===== config.mk =====
export PLATFORM = sky130hd
export DESIGN_NAME = trigger_fft
export DESIGN_NICKNAME = d
export VERILOG_FILES = /design/src/verilog/trig_pkg.sv /design/src/verilog/trigger_fft.sv /design/src/verilog/trigger_detect.sv /design/src/verilog/goertzel_bin.sv /design/src/verilog/frame_sequencer.sv
export SDC_FILE = /design/constraint.sdc
export NUM_CORES = 2
export LEC_CHECK = 0
export ABC_CLOCK_PERIOD_IN_PS = 7500
export BUFFER_PORTS_ARGS = -buffer_cell sky130_fd_sc_hd__buf_2
export CORE_ASPECT_RATIO = 0.75
export CORE_MARGIN = 2
export CORE_UTILIZATION = 50
export CTS_CLUSTER_SIZE = 8
export DETAILED_ROUTE_END_ITERATION = 10
export PLACE_DENSITY = 0.65
export SYNTH_ARGS = -nofsm -noshare
export SYNTH_HDL_FRONTEND = slang
export SYNTH_HIERARCHICAL = 1
export SYNTH_SLANG_ARGS = --single-unit

===== constraint.sdc =====
create_clock -name clk -period 7.5 [get_ports clk]
set_input_delay 0.75 -clock clk [delete_from_list [all_inputs] [get_ports clk]]
set_output_delay 0.75 -clock clk [all_outputs]
set_load 0.05 [all_outputs]

===== src/goertzel_coef.mem =====
// one q2.14 word per line, 2*cos(2*pi*k/64) for k = 0 to 63
// k = 0 held at 7fff, the largest positive q2.14 value
7FFF
7F62
7D8A
7A7D
7642
70E3
6A6E
62F2
5A82
5134
471D
3C57
30FC
2528
18F9
0C8C
0000
F374
E707
DAD8
CF04
C3A9
B8E3
AECC
A57E
9D0E
9592
8F1D
89BE
8583
8276
809E
8000
809E
8276
8583
89BE
8F1D
9592
9D0E
A57E
AECC
B8E3
C3A9
CF04
DAD8
E707
F374
0000
0C8C
18F9
2528
30FC
3C57
471D
5134
5A82
62F2
6A6E
70E3
7642
7A7D
7D8A
7F62


===== src/verilog/trig_pkg.sv =====
// trigger path constants
package trig_pkg;

  // frame and sample geometry
  localparam int n_points    = 64;   // samples per frame
  localparam int bin_w       = 6;    // bin index and sample index width
  localparam int sample_w    = 10;   // raw offset-binary sample
  localparam int sample_bias = 512;  // offset-binary midpoint

  // goertzel arithmetic
  localparam int coef_w    = 16;  // signed q2.14 coefficient
  localparam int coef_frac = 14;  // fraction bits of coef
  localparam int state_w   = 24;  // s1 / s2 width, signed

  // derived product widths
  localparam int prod_w  = coef_w + state_w;      // coef * s1
  localparam int sq_w    = 2 * state_w;           // s1 * s1
  localparam int cross_w = coef_w + 2 * state_w;  // coef * s1 * s2

  // power and metric
  localparam int power_w      = 40;  // unsigned bin power
  localparam int metric_shift = 10;  // fixed shift before offset
  localparam int metric_w     = 16;  // scaled metric and threshold

endpackage

===== src/verilog/trigger_fft.sv =====
// band energy trigger top
`timescale 1ns/1ps

module trigger_fft
  import trig_pkg::*;
(
  input  logic                 clk,
  input  logic                 reset_b,
  input  logic                 data_ready,      // sample strobe
  input  logic [sample_w-1:0]  input_data,
  input  logic [1:0]           offset,
  input  logic [bin_w-1:0]     frequency,
  input  logic [metric_w-1:0]  threshold,
  output logic                 send_frame,
  output logic                 fft_data_ready,
  output logic                 trigger
);

  logic                     sample_valid;
  logic signed [sample_w:0] sample_data;
  logic                     sample_first;
  logic                     sample_last;
  logic                     power_valid;
  logic [power_w-1:0]       power;

  frame_sequencer u_frame_sequencer (
    .clk          (clk),
    .reset_b      (reset_b),
    .data_ready   (data_ready),
    .input_data   (input_data),
    .sample_valid (sample_valid),
    .sample_data  (sample_data),
    .sample_first (sample_first),
    .sample_last  (sample_last),
    .send_frame   (send_frame)
  );

  goertzel_bin u_goertzel_bin (
    .clk          (clk),
    .reset_b      (reset_b),
    .sample_valid (sample_valid),
    .sample_data  (sample_data),
    .sample_first (sample_first),
    .sample_last  (sample_last),
    .frequency    (frequency),
    .power_valid  (power_valid),
    .power        (power)
  );

  trigger_detect u_trigger_detect (
    .clk            (clk),
    .reset_b        (reset_b),
    .power_valid    (power_valid),
    .power          (power),
    .offset         (offset),
    .threshold      (threshold),
    .fft_data_ready (fft_data_ready),
    .trigger        (trigger)
  );

endmodule


===== src/verilog/trigger_detect.sv =====
// power scaling and threshold compare
`timescale 1ns/1ps

module trigger_detect
  import trig_pkg::*;
(
  input  logic                 clk,
  input  logic                 reset_b,
  input  logic                 power_valid,
  input  logic [power_w-1:0]   power,
  input  logic [1:0]           offset,          // extra right shift
  input  logic [metric_w-1:0]  threshold,
  output logic                 fft_data_ready,  // once per frame
  output logic                 trigger          // band energy above threshold
);

  logic [power_w-1:0]  shifted;
  logic [metric_w-1:0] metric;

  assign shifted = power >> (metric_shift + offset);

  // saturate to metric width
  always_comb begin
    if (|shifted[power_w-1:metric_w]) begin
      metric = '1;
    end else begin
      metric = shifted[metric_w-1:0];
    end
  end

  always_ff @(posedge clk or negedge reset_b) begin
    if (!reset_b) begin
      fft_data_ready <= 1'b0;
      trigger        <= 1'b0;
    end else begin
      fft_data_ready <= power_valid;
      trigger        <= power_valid && (metric > threshold);  // strict compare
    end
  end

  trigger_with_ready: assert property (
    @(posedge clk) disable iff (!reset_b)
    trigger |-> fft_data_ready
  ) else $error("trigger without fft_data_ready");

endmodule


===== src/verilog/goertzel_bin.sv =====
// goertzel single bin power
`timescale 1ns/1ps

module goertzel_bin
  import trig_pkg::*;
(
  input  logic                      clk,
  input  logic                      reset_b,
  input  logic                      sample_valid,
  input  logic signed [sample_w:0]  sample_data,
  input  logic                      sample_first,
  input  logic                      sample_last,
  input  logic [bin_w-1:0]          frequency,    // bin to watch
  output logic                      power_valid,  // one cycle strobe per frame
  output logic [power_w-1:0]        power
);

  logic signed [coef_w-1:0]  coef_rom [n_points];  // 2cos(2*pi*k/64), q2.14
  logic [bin_w-1:0]          bin_q;                // bin held for the frame
  logic [bin_w-1:0]          coef_idx;
  logic signed [coef_w-1:0]  coef;

  logic signed [state_w-1:0] s1;
  logic signed [state_w-1:0] s2;
  logic signed [prod_w-1:0]  coef_prod;            // coef * s1, unscaled
  logic signed [prod_w-1:0]  s0_wide;
  logic signed [state_w-1:0] s0;                   // next state

  // handoff to power pipe
  logic                      fin_valid;
  logic signed [state_w-1:0] fin_s1;
  logic signed [state_w-1:0] fin_s2;
  logic signed [coef_w-1:0]  fin_coef;
  logic signed [cross_w-1:0] cross_full;

  // power stage one
  logic                      p1_valid;
  logic signed [sq_w-1:0]    p1_sq1;
  logic signed [sq_w-1:0]    p1_sq2;
  logic signed [cross_w-1:0] p1_cross;
  logic signed [cross_w:0]   diff;
  logic [power_w-1:0]        power_next;

  initial begin
    $readmemh("/design/src/goertzel_coef.mem", coef_rom);
  end

  assign coef_idx = sample_first ? frequency : bin_q;  // new bin takes effect at once
  assign coef     = coef_rom[coef_idx];

  // s0 = x + coef*s1 - s2
  assign coef_prod = coef * s1;
  assign s0_wide   = sample_data + (coef_prod >>> coef_frac) - s2;
  assign s0        = s0_wide[state_w-1:0];

  always_ff @(posedge clk or negedge reset_b) begin
    if (!reset_b) begin
      bin_q     <= '0;
      s1        <= '0;
      s2        <= '0;
      fin_valid <= 1'b0;
    end else begin
      fin_valid <= sample_valid && sample_last;
      if (sample_valid) begin
        if (sample_first) begin
          bin_q <= frequency;
        end
        if (sample_last) begin
          s1 <= '0;  // clean start for next frame
          s2 <= '0;
        end else begin
          s1 <= s0;
          s2 <= s1;
        end
      end
    end
  end

  // final states, last sample folded in
  always_ff @(posedge clk) begin
    if (sample_valid && sample_last) begin
      fin_s1   <= s0;
      fin_s2   <= s1;
      fin_coef <= coef;  // own copy, bin may change next frame
    end
  end

  assign cross_full = fin_coef * fin_s1 * fin_s2;

  always_ff @(posedge clk) begin
    if (fin_valid) begin
      p1_sq1   <= fin_s1 * fin_s1;
      p1_sq2   <= fin_s2 * fin_s2;
      p1_cross <= cross_full >>> coef_frac;
    end
  end

  // s1^2 + s2^2 - coef*s1*s2, clamped to power range
  assign diff = p1_sq1 + p1_sq2 - p1_cross;

  always_comb begin
    if (diff < 0) begin
      power_next = '0;  // rounding can dip below zero
    end else if (|diff[cross_w:power_w]) begin
      power_next = '1;
    end else begin
      power_next = diff[power_w-1:0];
    end
  end

  always_ff @(posedge clk or negedge reset_b) begin
    if (!reset_b) begin
      p1_valid    <= 1'b0;
      power_valid <= 1'b0;
    end else begin
      p1_valid    <= fin_valid;
      power_valid <= p1_valid;
    end
  end

  always_ff @(posedge clk) begin
    if (p1_valid) begin
      power <= power_next;
    end
  end

  // frame end to power strobe, exactly three cycles both ways
  last_to_power: assert property (
    @(posedge clk) disable iff (!reset_b)
    (sample_valid && sample_last) |-> ##3 power_valid
  ) else $error("power_valid late or missing after last sample");

  power_from_last: assert property (
    @(posedge clk) disable iff (!reset_b)
    power_valid |-> $past(sample_valid && sample_last, 3)
  ) else $error("power_valid without a last sample three cycles earlier");

endmodule


===== src/verilog/frame_sequencer.sv =====
// sample framing and bias removal
`timescale 1ns/1ps

module frame_sequencer
  import trig_pkg::*;
(
  input  logic                      clk,
  input  logic                      reset_b,
  input  logic                      data_ready,    // one strobe per sample
  input  logic [sample_w-1:0]       input_data,    // offset binary
  output logic                      sample_valid,  // strobe, one cycle after data_ready
  output logic signed [sample_w:0]  sample_data,   // two's complement, bias removed
  output logic                      sample_first,  // first sample of frame
  output logic                      sample_last,   // 64th sample of frame
  output logic                      send_frame     // frame start pulse
);

  logic [bin_w-1:0] sample_cnt;  // position inside current frame
  logic             at_first;
  logic             at_last;

  assign at_first = (sample_cnt == '0);
  assign at_last  = (sample_cnt == bin_w'(n_points - 1));

  // counter and flags, flags only with a strobe
  always_ff @(posedge clk or negedge reset_b) begin
    if (!reset_b) begin
      sample_cnt   <= '0;
      sample_valid <= 1'b0;
      sample_first <= 1'b0;
      sample_last  <= 1'b0;
    end else begin
      sample_valid <= data_ready;
      sample_first <= data_ready && at_first;
      sample_last  <= data_ready && at_last;
      if (data_ready) begin
        sample_cnt <= sample_cnt + 1'b1;  // wraps at n_points
      end
    end
  end

  // payload, loaded with the strobe
  always_ff @(posedge clk) begin
    if (data_ready) begin
      sample_data <= $signed({1'b0, input_data} - (sample_w + 1)'(sample_bias));
    end
  end

  assign send_frame = sample_first;  // already qualified by the strobe

  // frame flags must ride on a valid sample
  flags_need_valid: assert property (
    @(posedge clk) disable iff (!reset_b)
    (sample_first || sample_last) |-> sample_valid
  ) else $error("frame flag without sample_valid");

endmodule


==> flow_metrics.py <==
metrics = {
    "placement": {
        "io_buffer_count": 33,
        "place_inst": 6646,
        "hpwl_um": 95600,
        "place_ws_ps": -12.1,
        "routabilityCongestion": 0.894,
    },
    "die": {
        "row_count": 101,
        "ios": 40,
        "die_y_um": 281,
        "fp.coreArea_mm2": 0.101,
        "die_area_mm2": 0.105,
        "die_w_um": 374,
        "initial_utilization": 0.505,
    },
    "critical_path": {
        "critPathLaunchType": "flip-flop",
        "worstSetupPathDepth": 26,
        "arrival_ps": 7690,
        "cpMaxStageDelayCell": "fa_1",
        "cpLargestDelayFamily": "adder cells",
        "end_kind": "flip-flop",
        "crit_path_max_incr_delay_ps": 570,
        "crit_type": "flip-flop to flip-flop",
        "worst-r2r-cell-count": 26,
        "cp_max_fo": 8,
        "cp_num_buf_inv": 7,
        "cp_common_cell": "fa_1",
        "cp.required_ps": 7770,
    },
    "pwr": {
        "internal-power_mw": 4.19,
        "ir_drop_uv": 153,
        "seqPwrFrac": 0.255,
        "clockPowerShare": 0.225,
        "power_density_mw_per_mm2": 122,
        "p_leak_nw": 28.8,
        "p_switching_mw": 2.64,
        "switching_share": 0.386,
        "comb_power_share": 0.520,
    },
    "clocking": {
        "clk-insertion-delay-late_ps": 550,
        "numCtsBuffers": 36,
        "hold_buffers": 0,
        "root_buffer": "clkbuf_16",
        "htreeDepth": 2,
        "clockBufferDepth": 3,
        "tritoncts": "done",
        "clkTransAtPathRegs_ps": 70,
        "cts.sinks": 242,
    },
    "grt": {
        "antenna_found_initial": 3,
        "grt_max_degree": 75,
        "grt_pass1_wl_um": 191000,
        "grtUsageTotal": 0.229,
        "first_global_vias": 37100,
        "grt_overflow": 0,
    },
    "synthesis": {
        "syn_inst": 5258,
        "syn_area_mm2": 0.0513,
        "synth_fp_nets": 6804,
        "synth.avg_cell_area_um2": 9.75,
        "yosysWarningCount": 6,
    },
    "timing": {
        "final_hold_viol_count": 0,
        "finClkSkew_ps": 25.7,
        "min_period_over_period": 0.988,
        "finalMaxSlewViolations": 0,
        "timing.final.setup_violations": 0,
        "maxSlewHeadroom": 0.249,
        "fin_crit_ps": 7410,
        "max_freq_ghz": 0.135,
        "setup_ws_ps": 87.3,
        "worstMarginPinSlew_ps": 1110,
        "rsz0062_at_grt": "yes",
    },
    "worst_hold_path": {
        "hold_class": "primary input to async pin",
    },
    "detailed_routing": {
        "firstDrtPassIters": 5,
        "wl_per_cell_um": 16.9,
        "route.detailed.drc": 0,
        "via_per_inst": 5.07,
        "antenna_left": 0,
        "vias": 34300,
        "wirelength_um": 114000,
        "drt-initial-drc-count": 2110,
    },
    "status": {
        "status": "complete, no violations",
    },
    "job": {
        "maxCapViolCount": 0,
    },
    "layout": {
        "area.growth.synth_to_final_pct": 9.48,
        "stdcell_count": 6762,
        "fin_nets": 6939,
        "drive_gt1_frac": 0.0858,
    },
}
-- registers in the layout, summed over array words and instances (netlist names), 6 cells and up --
register and count:
u_frame_sequencer/sample_cnt 6, u_frame_sequencer/sample_data 10, u_goertzel_bin/fin_s1 24, u_goertzel_bin/fin_s2 24, u_goertzel_bin/p1_sq1 46, u_goertzel_bin/p1_sq2 46
u_goertzel_bin/power 30, u_goertzel_bin/s1 24, u_goertzel_bin/s2 23
-- metrics by stage --
step | hold slack [ps] | power, mW | util | TNS, ps | area [µm²]
3_3_place_gp | 421 | 5.10 | 0.533 | 0 | 54100
5_1_grt | 364 | 7.42 | 0.553 | -483 | 56100
4_1_cts | 362 | 6.75 | 0.544 | 0 | 55200
6_report | 362 | 6.83 | 0.553 | 0 | 56100
3_5_place_dp | 415 | 5.16 | 0.533 | -12.1 | 54100
2_1_floorplan | 354 | 4.25 | - | 0 | 51300
-- final cells by class --
class | instances | area, µm²
multi-input combinational | 3213 | 37900
tap | 1339 | 1680
fill | 9062 | 45300
clock inverter | 5 | 55.1
antenna | 3 | 7.51
sequential | 242 | 6970
clock buffer | 60 | 991
timing repair buffer | 268 | 2420
inverter | 1632 | 6130
-- worst paths after layout --
check / start / endpoint / slack, ps
worst min register to register: u_goertzel_bin/power_valid$_DFF_PN0_ / u_trigger_detect/fft_data_ready$_DFF_PN0_ / 440
worst min-delay path: reset_b / u_trigger_detect/trigger$_DFF_PN0_ / 360
worst max-delay path: u_goertzel_bin/fin_s2[7]$_DFFE_PP_ / u_goertzel_bin/p1_sq2[46]$_DFFE_PP_ / 90
max in group asynchronous: reset_b / u_frame_sequencer/sample_valid$_DFF_PN0_ / 6460
worst max register to register: u_goertzel_bin/fin_s2[7]$_DFFE_PP_ / u_goertzel_bin/p1_sq2[46]$_DFFE_PP_ / 90
min in group clk: input_data[3] / u_frame_sequencer/sample_data[3]$_DFFE_PP_ / 390
-- power groups by stage --
| stage | Sequential [mW] | Combinational [mW] | Clock [mW] |
|---|---|---|---|
| final | 1.74 | 3.55 | 1.54 |
| after global routing | 1.75 | 4.03 | 1.65 |
| after CTS | 1.74 | 3.43 | 1.58 |
| after detailed placement | 1.77 | 3.39 | 0 |
| after global placement | 1.76 | 3.34 | 0 |
| after floorplan | 1.74 | 2.51 | 0 |
-- repair_timing --
action / CTS / global route
resized for setup: 4 / 153
pin swaps: 2 / 80
setup buffers: 1 / 44
gates cloned: 0 / 4
hold endpoints to repair: 0 / 0
setup endpoints to repair: 2 / 22
-- cell usage in the layout, fill, tap and decap left out, drive strengths merged, types with 15 or more instances in the layout --
cell type and n:
fa 1113, a21o 77, inv 1634, nand2 443, nor3 27, a21oi 168
nor2 91, o21bai 22, dfrtp 61, xnor2 100, o22ai 16, nand2b 22
o21ai 86, or3 22, nand3b 30, a31oi 16, nand3 31, mux4 16
edfxtp 181, buf 264, nor2b 58, xor2 59, and3 15, nand4 40
clkbuf 64, ha 396, and2 207
-- layer usage --
layer,wire [µm],track usage,part of all wire,up-vias
li1,-,-,-,16000
met1,53500,0.339,0.47,17500
met2,53700,0.376,0.47,687
met3,5600,0.0268,0.049,102
met4,1350,0.0280,0.012,2
met5,13,0,0.00011,-
No activity file was read; power rests on OpenSTA's default activity.
